==> src/verilog/lock_consts.svh <==
`ifndef LOCK_CONSTS_SVH
`define LOCK_CONSTS_SVH

// keypad one-hot patterns
`define LOCK_KEY_ENTER  16'h0001
`define LOCK_KEY_MASTER 16'h0100
`define LOCK_KEY_CLEAR  16'h1000
`define LOCK_KEY_0      16'h0008
`define LOCK_KEY_1      16'h0080
`define LOCK_KEY_2      16'h0040
`define LOCK_KEY_3      16'h0020
`define LOCK_KEY_4      16'h0800
`define LOCK_KEY_5      16'h0400
`define LOCK_KEY_6      16'h0200
`define LOCK_KEY_7      16'h8000
`define LOCK_KEY_8      16'h4000
`define LOCK_KEY_9      16'h2000

`define LOCK_SECRET          12'h246
`define LOCK_OPEN_SHOW       12'hBCC   // shown while open
`define LOCK_MAX_TRIES       4
`define LOCK_TICK_CYCLES     50        // clocks per lockout second
`define LOCK_LOCKOUT_SECONDS 6

`define LOCK_TONES        3
`define LOCK_HALF_CLICK   2   // half periods in clocks
`define LOCK_HALF_SUCCESS 1
`define LOCK_HALF_FAIL    4
`define LOCK_DUR_CLICK    40  // durations in clocks
`define LOCK_DUR_SUCCESS  120
`define LOCK_DUR_FAIL     80

`endif
==> src/verilog/lock_pkg.sv <==
`default_nettype none

package lock_pkg;

    typedef logic [3:0] digit_t;      // bcd digit, 4'hF is blank
    typedef logic [11:0] display_t;   // three digits, newest lowest
    typedef logic [2:0] tries_t;      // failed attempt count
    typedef logic [2:0] tone_sel_t;   // bit 0 click, 1 success, 2 failure

    typedef enum logic [2:0] {
        key_none,
        key_digit,
        key_enter,
        key_clear,
        key_master
    } key_kind_t;

    // one decoded key press, valid for a single cycle
    typedef struct packed {
        logic      valid;
        key_kind_t kind;
        digit_t    digit;
    } key_event_t;

    typedef enum logic [1:0] {
        st_entry,
        st_open,
        st_lockout
    } lock_state_t;

endpackage

`default_nettype wire

==> src/verilog/lock_top.sv <==
`timescale 1ns/1ps
`default_nettype none

`include "lock_consts.svh"

module lock_top (
    input  logic                  clk,
    input  logic                  rst_n,
    input  logic [15:0]           keys,
    output lock_pkg::display_t    display,
    output lock_pkg::tries_t      tries,
    output lock_pkg::lock_state_t state,
    output logic                  buzzer
);
    import lock_pkg::*;

    key_event_t key_evt;
    tone_sel_t  tone_start;
    tone_sel_t  tones;
    tone_sel_t  actives;

    key_decoder i_key_decoder (
        .clk     (clk),
        .rst_n   (rst_n),
        .keys    (keys),
        .key_evt (key_evt)
    );

    code_checker i_code_checker (
        .clk        (clk),
        .rst_n      (rst_n),
        .key_evt    (key_evt),
        .display    (display),
        .tries      (tries),
        .state      (state),
        .tone_start (tone_start)
    );

    // channel 0 click, 1 success, 2 failure
    for (genvar i = 0; i < `LOCK_TONES; i++) begin : g_tone
        localparam int half = (i == 0) ? `LOCK_HALF_CLICK :
                              (i == 1) ? `LOCK_HALF_SUCCESS : `LOCK_HALF_FAIL;
        localparam int dur  = (i == 0) ? `LOCK_DUR_CLICK :
                              (i == 1) ? `LOCK_DUR_SUCCESS : `LOCK_DUR_FAIL;

        tone_channel #(
            .half_period (half),
            .duration    (dur)
        ) i_tone (
            .clk    (clk),
            .rst_n  (rst_n),
            .start  (tone_start[i]),
            .tone   (tones[i]),
            .active (actives[i])
        );
    end

    buzzer_mixer i_buzzer_mixer (
        .clk        (clk),
        .rst_n      (rst_n),
        .tone_start (tone_start),
        .tones      (tones),
        .actives    (actives),
        .buzzer     (buzzer)
    );

endmodule

`default_nettype wire

==> src/verilog/buzzer_mixer.sv <==
`timescale 1ns/1ps
`default_nettype none

module buzzer_mixer (
    input  logic                clk,
    input  logic                rst_n,
    input  lock_pkg::tone_sel_t tone_start,
    input  lock_pkg::tone_sel_t tones,
    input  lock_pkg::tone_sel_t actives,
    output logic                buzzer
);
    localparam int n_ch  = $bits(tone_start);
    localparam int own_w = $clog2(n_ch);

    logic [own_w-1:0] owner;
    logic [own_w-1:0] start_idx;   // highest started channel

    always_comb begin
        start_idx = owner;
        for (int i = 0; i < n_ch; i++) begin
            if (tone_start[i]) begin
                start_idx = own_w'(i);   // later index overrides
            end
        end
    end

    always_ff @(posedge clk) begin
        if (!rst_n) begin
            owner  <= '0;
            buzzer <= 1'b0;
        end else begin
            owner  <= start_idx;
            buzzer <= actives[owner] & tones[owner];   // silent when owner idle
        end
    end

endmodule

`default_nettype wire

==> src/verilog/tone_channel.sv <==
`timescale 1ns/1ps
`default_nettype none

module tone_channel #(
    parameter int half_period = 2,
    parameter int duration    = 40
) (
    input  logic clk,
    input  logic rst_n,
    input  logic start,
    output logic tone,
    output logic active
);
    localparam int dur_w  = $clog2(duration + 1);
    localparam int half_w = $clog2(half_period + 1);

    logic [dur_w-1:0]  dur_cnt;    // cycles spent active
    logic [half_w-1:0] half_cnt;   // cycles in current half period

    always_ff @(posedge clk) begin
        if (!rst_n) begin
            active   <= 1'b0;
            tone     <= 1'b0;
            dur_cnt  <= '0;
            half_cnt <= '0;
        end else if (start) begin
            active   <= 1'b1;   // restart even if already running
            tone     <= 1'b1;
            dur_cnt  <= '0;
            half_cnt <= '0;
        end else if (active) begin
            if (dur_cnt == dur_w'(duration - 1)) begin
                active <= 1'b0;
                tone   <= 1'b0;
            end else begin
                dur_cnt <= dur_cnt + 1'b1;
                if (half_cnt == half_w'(half_period - 1)) begin
                    half_cnt <= '0;
                    tone     <= ~tone;
                end else begin
                    half_cnt <= half_cnt + 1'b1;
                end
            end
        end
    end

endmodule

`default_nettype wire

==> src/verilog/code_checker.sv <==
`timescale 1ns/1ps
`default_nettype none

`include "lock_consts.svh"

module code_checker (
    input  logic                  clk,
    input  logic                  rst_n,
    input  lock_pkg::key_event_t  key_evt,
    output lock_pkg::display_t    display,
    output lock_pkg::tries_t      tries,
    output lock_pkg::lock_state_t state,
    output lock_pkg::tone_sel_t   tone_start
);
    import lock_pkg::*;

    localparam int tick_w = $clog2(`LOCK_TICK_CYCLES);
    localparam display_t blank = 12'hFFF;

    logic [1:0]        digit_cnt;   // digits entered so far
    logic [tick_w-1:0] tick_cnt;
    tries_t            tries_next;
    logic              tick;

    assign tries_next = tries + 3'd1;
    assign tick       = (tick_cnt == tick_w'(`LOCK_TICK_CYCLES - 1));

    always_ff @(posedge clk) begin
        if (!rst_n) begin
            state      <= st_entry;
            display    <= blank;
            tries      <= '0;
            digit_cnt  <= '0;
            tick_cnt   <= '0;
            tone_start <= '0;
        end else begin
            tone_start <= '0;   // single cycle start pulses
            if (key_evt.valid && key_evt.kind == key_master) begin
                state     <= st_entry;   // master wins in any state
                display   <= blank;
                tries     <= '0;
                digit_cnt <= '0;
            end else begin
                case (state)
                    st_entry: if (key_evt.valid) begin
                        case (key_evt.kind)
                            key_digit: if (digit_cnt < 2'd3) begin
                                display       <= {display[7:0], key_evt.digit};
                                digit_cnt     <= digit_cnt + 2'd1;
                                tone_start[0] <= 1'b1;
                            end
                            key_enter: if (digit_cnt == 2'd3) begin
                                if (display == `LOCK_SECRET) begin
                                    display       <= `LOCK_OPEN_SHOW;
                                    state         <= st_open;
                                    tone_start[1] <= 1'b1;
                                end else begin
                                    digit_cnt     <= '0;
                                    tries         <= tries_next;
                                    tone_start[2] <= 1'b1;
                                    if (tries_next == tries_t'(`LOCK_MAX_TRIES)) begin
                                        display  <= '0;   // lockout counter starts at 000
                                        state    <= st_lockout;
                                        tick_cnt <= '0;
                                    end else begin
                                        display <= blank;
                                    end
                                end
                            end
                            key_clear: begin
                                display   <= blank;   // tries kept
                                digit_cnt <= '0;
                            end
                            default: ;
                        endcase
                    end
                    st_open: if (key_evt.valid && key_evt.kind == key_clear) begin
                        state     <= st_entry;
                        display   <= blank;
                        digit_cnt <= '0;
                    end
                    st_lockout: begin
                        if (tick) begin
                            tick_cnt <= '0;
                            // final second has been shown, release the lock
                            if (display[3:0] == digit_t'(`LOCK_LOCKOUT_SECONDS)) begin
                                state     <= st_entry;
                                display   <= blank;
                                tries     <= '0;
                                digit_cnt <= '0;
                            end else begin
                                display[3:0] <= display[3:0] + 4'd1;
                            end
                        end else begin
                            tick_cnt <= tick_cnt + 1'b1;
                        end
                    end
                    default: state <= st_entry;
                endcase
            end
        end
    end

endmodule

`default_nettype wire

==> src/verilog/key_decoder.sv <==
`timescale 1ns/1ps
`default_nettype none

`include "lock_consts.svh"

module key_decoder (
    input  logic                 clk,
    input  logic                 rst_n,
    input  logic [15:0]          keys,
    output lock_pkg::key_event_t key_evt
);
    import lock_pkg::*;

    logic [15:0] keys_q;
    logic [15:0] keys_prev;
    key_kind_t   kind;
    digit_t      digit;

    always_ff @(posedge clk) begin
        if (!rst_n) begin
            keys_q    <= '0;
            keys_prev <= '0;
        end else begin
            keys_q    <= keys;
            keys_prev <= keys_q;   // invalid patterns are remembered too
        end
    end

    always_comb begin
        kind  = key_none;
        digit = 4'hF;
        case (keys_q)
            `LOCK_KEY_ENTER:  kind = key_enter;
            `LOCK_KEY_CLEAR:  kind = key_clear;
            `LOCK_KEY_MASTER: kind = key_master;
            `LOCK_KEY_0: begin kind = key_digit; digit = 4'd0; end
            `LOCK_KEY_1: begin kind = key_digit; digit = 4'd1; end
            `LOCK_KEY_2: begin kind = key_digit; digit = 4'd2; end
            `LOCK_KEY_3: begin kind = key_digit; digit = 4'd3; end
            `LOCK_KEY_4: begin kind = key_digit; digit = 4'd4; end
            `LOCK_KEY_5: begin kind = key_digit; digit = 4'd5; end
            `LOCK_KEY_6: begin kind = key_digit; digit = 4'd6; end
            `LOCK_KEY_7: begin kind = key_digit; digit = 4'd7; end
            `LOCK_KEY_8: begin kind = key_digit; digit = 4'd8; end
            `LOCK_KEY_9: begin kind = key_digit; digit = 4'd9; end
            default:     kind = key_none;   // zero, unused or not one hot
        endcase
    end

    // event only on a change to a used pattern
    assign key_evt = '{valid: (keys_q != keys_prev) && (kind != key_none),
                       kind:  kind,
                       digit: digit};

endmodule

`default_nettype wire

==> config.mk <==
export PLATFORM = sky130hd
export DESIGN_NAME = lock_top
export DESIGN_NICKNAME = d
export VERILOG_FILES = /design/src/verilog/lock_pkg.sv /design/src/verilog/lock_top.sv /design/src/verilog/buzzer_mixer.sv /design/src/verilog/tone_channel.sv /design/src/verilog/code_checker.sv /design/src/verilog/key_decoder.sv
export VERILOG_INCLUDE_DIRS = /design/src /design/src/verilog
export SDC_FILE = /design/constraint.sdc
export NUM_CORES = 1
export LEC_CHECK = 0
export BUFFER_PORTS_ARGS = -buffer_cell sky130_fd_sc_hd__buf_2
export CORE_UTILIZATION = 54
export CTS_CLUSTER_DIAMETER = 60
export DETAILED_ROUTE_END_ITERATION = 8
export PLACE_DENSITY = 0.79
export RECOVER_POWER = 25
export SYNTH_ARGS = -nofsm -noshare
export SYNTH_HDL_FRONTEND = slang
export SYNTH_SLANG_ARGS = --single-unit
export TNS_END_PERCENT = 1
==> constraint.sdc <==
create_clock -name clk -period 2.96 [get_ports clk]
set_input_delay 0.592 -clock clk [delete_from_list [all_inputs] [get_ports clk]]
set_output_delay 0.592 -clock clk [all_outputs]
set_load 0.05 [all_outputs]
==> Yosys cells after proc, flatten, opt, wreduce, memory -nomap -nowiden <==
Index checks and enable logic that the tools add are counted.
{ "word_totals": {"register_bits": 95, "in_bits": 18, "out_inout_bits": 18, "word_cells": 204} }
{ "classes": {"n_addsub": 10, "order_cmp": 2, "eq_ne": 44, "muxes": 76, "bitwise_logic": 14, "n_reduce_logical": 33} }
{ "op_table": {"columns": ["operator", "n"], "rows": [
  ["$mux 12", 7],
  ["$pmux 12 s3", 2],
  ["$pmux 4 s10", 1],
  ["$mux 6", 6],
  ["$mux 2", 16],
  ["$reduce_and 7->1", 4],
  ["$mux 1", 27],
  ["$mux 3", 7],
  ["$pmux 2 s3", 3],
  ["$eq 16x1->1 const B", 1],
  ["$eq 16x10->1 const B", 1],
  ["$eq 16x11->1 const B", 1],
  ["$eq 16x12->1 const B", 1],
  ["$eq 16x13->1 const B", 1],
  ["$eq 16x14->1 const B", 1],
  ["$eq 16x15->1 const B", 1],
  ["$eq 16x16->1 const B", 1],
  ["$eq 16x4->1 const B", 1],
  ["$eq 16x6->1 const B", 1],
  ["$eq 16x7->1 const B", 1],
  ["$eq 16x8->1 const B", 1],
  ["$eq 16x9->1 const B", 1],
  ["$ne 16x16->1", 1],
  ["$reduce_bool 3->1", 5],
  ["41 further kinds", 87]
]} }

==> Logic depth before layout (Yosys ltp) <==
Gate-level depths: netlist of the first run.
{ "depth": {"word_depth": 8, "depth_mapped": 10, "depth_no_buf": 9} }

==> Modules after synthesis <==
A second synthesis of the first run with hierarchy kept.
{ "hier_totals": {"hier_cells": 522, "area_unflattened_um2": 4814.6} }
{ "by_module_without_submodules": {"columns": ["mod", "n_inst", "cells_each", "area_per_inst_um2", "seq_area_each_um2"], "rows": [
  ["code_checker", 1, 204, 1799.2, 560.5],
  ["key_decoder", 1, 149, 1428.9, 640.6],
  ["tone_channel at g_tone[2].i_tone", 1, 64, 578.1, 240.2],
  ["tone_channel at g_tone[0].i_tone", 1, 48, 450.4, 200.2],
  ["tone_channel at g_tone[1].i_tone", 1, 44, 407.9, 180.2],
  ["buzzer_mixer", 1, 13, 150.1, 60.1]
]} }

==> Worst setup path after synthesis of the first run <==
OpenSTA, ideal clock, no wires.
{ "synth_timing": {"kind": "flip-flop to flip-flop", "startpoint": "register i_key_decoder.keys_q[9]", "endpoint": "register i_code_checker.digit_cnt[0]", "setup_ps": 71, "arrival_ps": 2717, "required_time_ps": 2889, "path_slack_ps": 172, "stages_incl_launch_ff": 10, "path_buffers": 2, "period_less_slack_ps": 2788, "path_cell_list": "dfxtp_1 -> buf_6 -> or4_4 -> buf_6 -> or4_4 -> nor3_2 -> a21oi_2 -> a221o_1 -> or4b_1 -> a21oi_1"} }
{ "synth_between": {"elab_chain_len": 8, "elab_cells_between_ends": 35, "classes_between": "24 x eq/ne; 4 x mux; 7 x reduce/logical"} }
{ "synth_rtl": {"columns": ["item", "line", "source"], "rows": [
  ["from (decl)", "key_decoder.sv:14", "logic [15:0] keys_q;"],
  ["from (signal assigned)", "key_decoder.sv:24", "keys_q <= keys;"],
  ["branches (longest 8 deep; another with $eq 16x4->1)", null, null],
  ["to (signal assigned)", "code_checker.sv:49", "digit_cnt <= digit_cnt + 2'd1;"],
  ["to (decl)", "code_checker.sv:20", "logic [1:0] digit_cnt;"]
]} }
Several ways; the timed one is not identified. The select of a mux whose other input is x is not followed.
A chain may end at the register's enable or synchronous reset.

==> Worst setup path after layout of the first run <==
{ "layout_timing": {"startpoint": "register i_key_decoder.keys_q[1]", "endpoint": "register i_code_checker.digit_cnt[0]"} }
The elaborated chain is that of the path after synthesis.

==> results.sh, run 1 <==
export IMPL_drt_wl_total_mm=9.87
export IMPL_die_h_um=94.7
export IMPL_core_area_um2=8260
export IMPL_relSlewSlack=0.311
export IMPL_status="finished, final reports clean"
export IMPL_setup_slack_ns=0.138
export IMPL_htreeDepth=3
export IMPL_final_util=0.632
export IMPL_cts_root_buf="clkbuf_8"
export IMPL_place_congestion=0.936
export IMPL_post_cts_buffers=0
export IMPL_path_cells="or4_4, or4_4, nor3_2, a21oi_2, a221o_1, or4b_1, a21oi_1"
export IMPL_async_flop_share=0
export IMPL_areaGrowthSynthToFinish_pct=12.5
export IMPL_cp_start_kind="register"
export IMPL_clk_latency_ns=0.36
export IMPL_dp_worst_setup_slack_ns=0.171
export IMPL_power_w=0.00238
export IMPL_worstMarginPinSlew_ns=1.03
export IMPL_drcViolationCount=0
export IMPL_cts_num_sinks=94
export IMPL_grt_max_degree=31
export IMPL_ys_top_cells_by_area="dfxtp_1 41%, xor2_1 6.4%, and2_1 4.9%"
export IMPL_netlist_area_leader_share=0.406
export IMPL_dp_hpwl_mm=7.27
export IMPL_diodes=0
export IMPL_ir_drop_uv=351
export IMPL_synth_edf_count=0
export IMPL_start_util=0.562
export IMPL_finalNonFillerCells=675
export IMPL_required_ns=3.25
export IMPL_post_route_period_util=0.953
export IMPL_path_class="register to register"
export IMPL_max_cap_violations=0
export IMPL_crit_fanout=8
export IMPL_finalSetupViolCount=0
export IMPL_drive_gt1_frac=0.153
export IMPL_antenna_found_initial=0
export IMPL_grt_pass1_wl_mm=16.9
export IMPL_final_common_cell="dfxtp_1"
export IMPL_fill_cells=715
export IMPL_rows=33
export IMPL_port_buffers=35
export IMPL_cp_slowest_cell="or4_4"
export IMPL_finalMaxSlewViolations=0
export IMPL_hold_path_class="input port to register"
export IMPL_clockBufferDepth=2
export IMPL_first_pass_iters=5
export IMPL_grt_pass1_vias=3742
export IMPL_leakage_nw=2.10
export IMPL_yosys_warnings=0
export IMPL_layout_common_cells="94 x dfxtp_1, 53 x nor2_1, 34 x xor2_1, 34 x nand2_1, 34 x buf_2"
export IMPL_cts_tree="done"
export IMPL_arrival_ns=3.11
export IMPL_max_clock_freq_ghz=0.354
export IMPL_cpLargestDelayFamily="simple AND/OR/NAND/NOR gates"
export IMPL_syn_inst=520
export IMPL_cts_resized=0
export IMPL_rsz0062_at_grt="no"
export IMPL_skew_ns=0.0141
export IMPL_synth_ff_type="dfxtp_1"
export IMPL_dp_cells=660
export IMPL_crit_path_end_kind="register"
export IMPL_syn_avg_cell_area_um2=8.92
export IMPL_worst_path_most_repeated_cell="or4_4"
export IMPL_clk_pin_slew_ns=0.10
export IMPL_via_count=3889
export IMPL_wl_per_cell_um=14.6
export IMPL_ys_seq_area_frac=0.406
export IMPL_ys_ff_latch=94
export IMPL_fin_crit_ns=2.82
export IMPL_slowest_delay_ns=0.59
export IMPL_dieArea_um2=8960
export IMPL_powerDensity_nw_per_um2=457
export IMPL_pin_count=36
export IMPL_drt_iter0_drc=207
export IMPL_syn_nets=553
export IMPL_grt_usage=0.236
export IMPL_fin_tns_setup_ns=0
export IMPL_numCtsBuffers=9
export IMPL_via_per_inst=5.76
export IMPL_detail_route_antenna_nets=0
export IMPL_ctsHoldBuffers=0
export IMPL_syn_area_um2=4640
export IMPL_cp_num_buf_inv=0
export IMPL_die_width_um=94.7
export IMPL_hold_viol=0
export IMPL_ys_types=61
export IMPL_grt_overflow=0
export IMPL_final_nets=599
export IMPL_synth_top_cell_by_area="dfxtp_1"
worst reg2reg max path, delay by kind of cell, from the launching register on:
kind | cells | cell delay, ns
compound gates | 3 | 0.54
flops | 1 | 0.38
simple gates | 4 | 1.83
cell families after synthesis:
group,after synthesis,share of synthesized area
multiplexers,14,0.0305
AO/OA/AOI/OAI,92,0.140
adder cells (fa/ha/maj),15,0.0405
buffers and inverters,38,0.0362
flip-flops,94,0.406
XOR/XNOR,41,0.0774
AND/OR/NAND/NOR,226,0.269
synthesized netlist by cell type, types with 4 or more instances:
master	n
dfxtp_1	94
nor2_1	53
and2_1	36
nand2_1	34
xor2_1	34
a21oi_1	20
clkbuf_1	20
ha_1	15
nand4_1	15
nor4_1	15
inv_1	13
mux2i_1	13
a211oi_1	12
nor3_1	10
or3_1	10
o21a_1	9
o21ai_0	9
and3_1	8
nand3_1	8
a31oi_1	7
xnor2_1	7
nor2b_1	6
and4_1	4
nand4b_1	4
layer usage:
layer	part of all wire	GRT usage	wire length [um]
met4	0.015	0.0909	148
met3	0.046	0.0403	453
met5	0	0	0
met2	0.48	0.396	4720
met1	0.46	0.301	4550
stage by stage:
stage / hold WS (ns) / cell area (um2)
2_1_floorplan: 0.428 / 4640
3_3_place_gp: 0.439 / 5010
3_5_place_dp: 0.450 / 5010
4_1_cts: 0.419 / 5220
5_1_grt: 0.422 / 5220
6_report: 0.431 / 5220
final timing paths:
check                                            startpoint                                   endpoint  slack, ns  cells past startpoint
hold / removal                                      keys[9]         i_key_decoder.keys_q[9]$_SDFF_PN0_       0.43                      2
hold reg to reg   g_tone[2].i_tone.half_cnt[2]$_SDFFE_PP0P_  g_tone[2].i_tone.half_cnt[2]$_SDFFE_PP0P_       0.46                      2
setup reg to reg         i_key_decoder.keys_q[1]$_SDFF_PN0_   i_code_checker.digit_cnt[0]$_SDFFE_PP0P_       0.14                      7
setup / recovery         i_key_decoder.keys_q[1]$_SDFF_PN0_   i_code_checker.digit_cnt[0]$_SDFFE_PP0P_       0.14                      7
report_power, final:
group,switching [W],leakage (nW),internal [W]
registers,0.0000215,0.765,0.00129
clock network,0.000450,0.0980,0.000435
logic,0.000106,1.24,0.0000831
total,0.000578,2.10,0.00181
layout make-up:
cell class | instances | area, um2 | share of cell area
inverters | 13 | 48.8 | 0.00935
multi-input cells | 388 | 2590 | 0.496
flip-flops and latches | 94 | 1880 | 0.361
clock buffers | 11 | 151 | 0.0290
repair buffers | 60 | 362 | 0.0693
well taps | 105 | 131 | 0.0252
clock inverters | 4 | 53.8 | 0.0103
registers in the layout (all words and copies together) (netlist names):
signal and flops:
i_code_checker.display 12, i_code_checker.tries 3, i_buzzer_mixer.buzzer 1, i_code_checker.digit_cnt 2, i_code_checker.state 2, i_key_decoder.keys_q 16, g_tone.i_tone.half_cnt 5, i_buzzer_mixer.owner 2
g_tone.i_tone.tone 3, i_code_checker.tick_cnt 6, i_key_decoder.keys_prev 16, g_tone.i_tone.active 3, i_code_checker.tone_start 3, g_tone.i_tone.dur_cnt 20
Note: power is estimated with default switching activity, not from simulation.
==> inputs of run 2 (changes only) <==
Settings changed: CORE_UTILIZATION 54 to 60, PLACE_DENSITY 0.79 to 0.83.
Clock period 2.96 ns to 3.2 ns, I/O delays scaled along.
==> run 2 against run 1 <==
  * Final area shrank 1.5%
  * Register-to-register slack gained 0.16 ns
  * Worst setup slack gained 0.16 ns
  * Hold slack gained 0.029 ns
  * Non-clock buffer count shrank 13
  * Clock skew shrank 0.0055 ns
  * Via count grew 0.31%
  * Critical path depth is the same
  * First-iteration DRC count shrank 15%
  * Count of clock-buffer cells in the layout grew 1
  * Final cell count shrank 2.7%
  * Largest power group unchanged
==> results.sh, run 2 (same netlist as run 1, synthesis figures left out) <==
export IMPL_dp_worst_setup_slack_ns=0.325
export IMPL_cts_tree="done"
export IMPL_grt_pass1_vias=3669
export IMPL_p_clk_frac=0.394
export IMPL_crit_path_end_kind="register"
export IMPL_areaGrowthSynthToFinish_pct=10.8
export IMPL_drt_iter0_drc=175
export IMPL_largest_reg_flops=20
export IMPL_finalMaxSlewViolations=0
export IMPL_finalSetupViolCount=0
export IMPL_diodes=0
export IMPL_numCtsBuffers=9
export IMPL_swShare=0.229
export IMPL_die_width_um=89.9
export IMPL_dieArea_um2=8080
export IMPL_via_per_inst=5.94
export IMPL_die_h_um=89.9
export IMPL_drive_gt1_frac=0.133
export IMPL_cts_root_buf="clkbuf_8"
export IMPL_start_util=0.629
export IMPL_detail_route_antenna_nets=0
export IMPL_clockBufferDepth=2
export IMPL_ctsHoldBuffers=0
export IMPL_grt_usage=0.247
export IMPL_htreeDepth=3
export IMPL_ir_drop_uv=255
export IMPL_arrival_ns=3.20
export IMPL_reg_top3="g_tone.i_tone.dur_cnt (20), i_key_decoder.keys_prev (16), i_key_decoder.keys_q (16)"
export IMPL_required_ns=3.50
export IMPL_clk_latency_ns=0.36
export IMPL_port_buffers=35
export IMPL_p_switching_w=0.000520
export IMPL_skew_ns=0.00862
export IMPL_multi_input_comb_area_um2=2590
export IMPL_fill_cells=607
export IMPL_regMostFlops="g_tone.i_tone.dur_cnt"
export IMPL_sequentialPowerShare=0.537
export IMPL_cts_num_sinks=94
export IMPL_path_class="register to register"
export IMPL_setup_slack_ns=0.302
export IMPL_core_area_um2=7370
export IMPL_cp_start_kind="register"
export IMPL_grt_overflow=0
export IMPL_dp_cells=641
export IMPL_antenna_found_initial=0
export IMPL_layout_common_cells="94 x dfxtp_1, 53 x nor2_1, 34 x xor2_1, 34 x nand2_1, 34 x buf_2"
export IMPL_post_cts_buffers=0
export IMPL_final_common_cell="dfxtp_1"
export IMPL_place_congestion=0.922
export IMPL_rows=31
export IMPL_power_w=0.00227
export IMPL_finalNonFillerCells=657
export IMPL_hold_viol=0
export IMPL_rsz0062_at_grt="no"
export IMPL_fin_tns_setup_ns=0
export IMPL_max_cap_violations=0
export IMPL_powerDensity_nw_per_um2=441
export IMPL_crit_fanout=7
export IMPL_grt_pass1_wl_mm=16.4
export IMPL_pin_count=36
export IMPL_drt_wl_total_mm=9.55
export IMPL_post_route_period_util=0.906
export IMPL_relSlewSlack=0.493
export IMPL_comb_power_share=0.069
export IMPL_ff_latch_area_um2=1880
export IMPL_worstMarginPinSlew_ns=0.753
export IMPL_intPower_w=0.00175
export IMPL_drcViolationCount=0
export IMPL_hold_path_class="register to register"
export IMPL_final_util=0.697
export IMPL_first_pass_iters=5
export IMPL_fin_crit_ns=2.90
export IMPL_clk_pin_slew_ns=0.08
export IMPL_final_nets=586
export IMPL_via_count=3901
export IMPL_status="finished, final reports clean"
export IMPL_grt_max_degree=56
export IMPL_dp_hpwl_mm=6.94
export IMPL_leakage_nw=2.07
export IMPL_max_clock_freq_ghz=0.345
export IMPL_wl_per_cell_um=14.5
export IMPL_cts_resized=0
-- run 2: cell types whose count changed in the layout (fill, tap and decap cells not counted), sizes merged --
cell	previous run	this run
clkbuf	12	13
buf	59	46
clkinvlp	2	0
bufinv	1	2
clkinv	0	1
-- run 2: stage by stage --
step / area (um2) / hold slack [ns]
after detailed placement: 4910 / 0.451
after global routing: 5140 / 0.471
after floorplan: 4640 / 0.428
after CTS: 5140 / 0.465
after global placement: 4910 / 0.438
final: 5140 / 0.461
-- run 2: power groups by stage --
stage	Clock, W	Sequential [W]	Combinational (W)
finish	0.000893	0.00122	0.000157
global route	0.000955	0.00122	0.000173
CTS	0.000905	0.00122	0.000156
detailed placement	0	0.00124	0.000154
global placement	0	0.00124	0.000154
floorplan	0	0.00123	0.000123
-- run 2: worst paths after layout --
kind	start	to	slack, ns	cells after the start
worst min-delay path	g_tone[2].i_tone.half_cnt[1]$_SDFFE_PP0P_	g_tone[2].i_tone.half_cnt[1]$_SDFFE_PP0P_	0.46	2
worst max-delay path	i_key_decoder.keys_q[4]$_SDFF_PN0_	i_code_checker.digit_cnt[0]$_SDFFE_PP0P_	0.30	7
worst max register to register	i_key_decoder.keys_q[4]$_SDFF_PN0_	i_code_checker.digit_cnt[0]$_SDFFE_PP0P_	0.30	7
worst min register to register	g_tone[2].i_tone.half_cnt[1]$_SDFFE_PP0P_	g_tone[2].i_tone.half_cnt[1]$_SDFFE_PP0P_	0.46	2
-- run 2: cell type report --
type	instances	share of cell area
Multi-Input combinational cell	388	0.504
Sequential cell	94	0.366
Timing Repair Buffer	47	0.0514
Clock buffer	12	0.0302
Tap cell	99	0.0241
Clock inverter	4	0.0151
Inverter	13	0.00950
-- run 2: critical path, stage by stage (launching register included) --
cell and delay [ns]:
dfxtp_1 0.37, or4_1 0.60, or4_4 0.59, nor3_2 0.15, a21oi_2 0.14, a221o_1 0.33
or4b_1 0.53, a21oi_1 0.13
-- run 2: layer usage --
metal  up-vias  GRT usage  wire [um]
met3        21     0.0423        479
li1       1934          -          -
met1      1839      0.305       4270
met4         0      0.108        208
met5         -          0          0
met2       107      0.422       4590
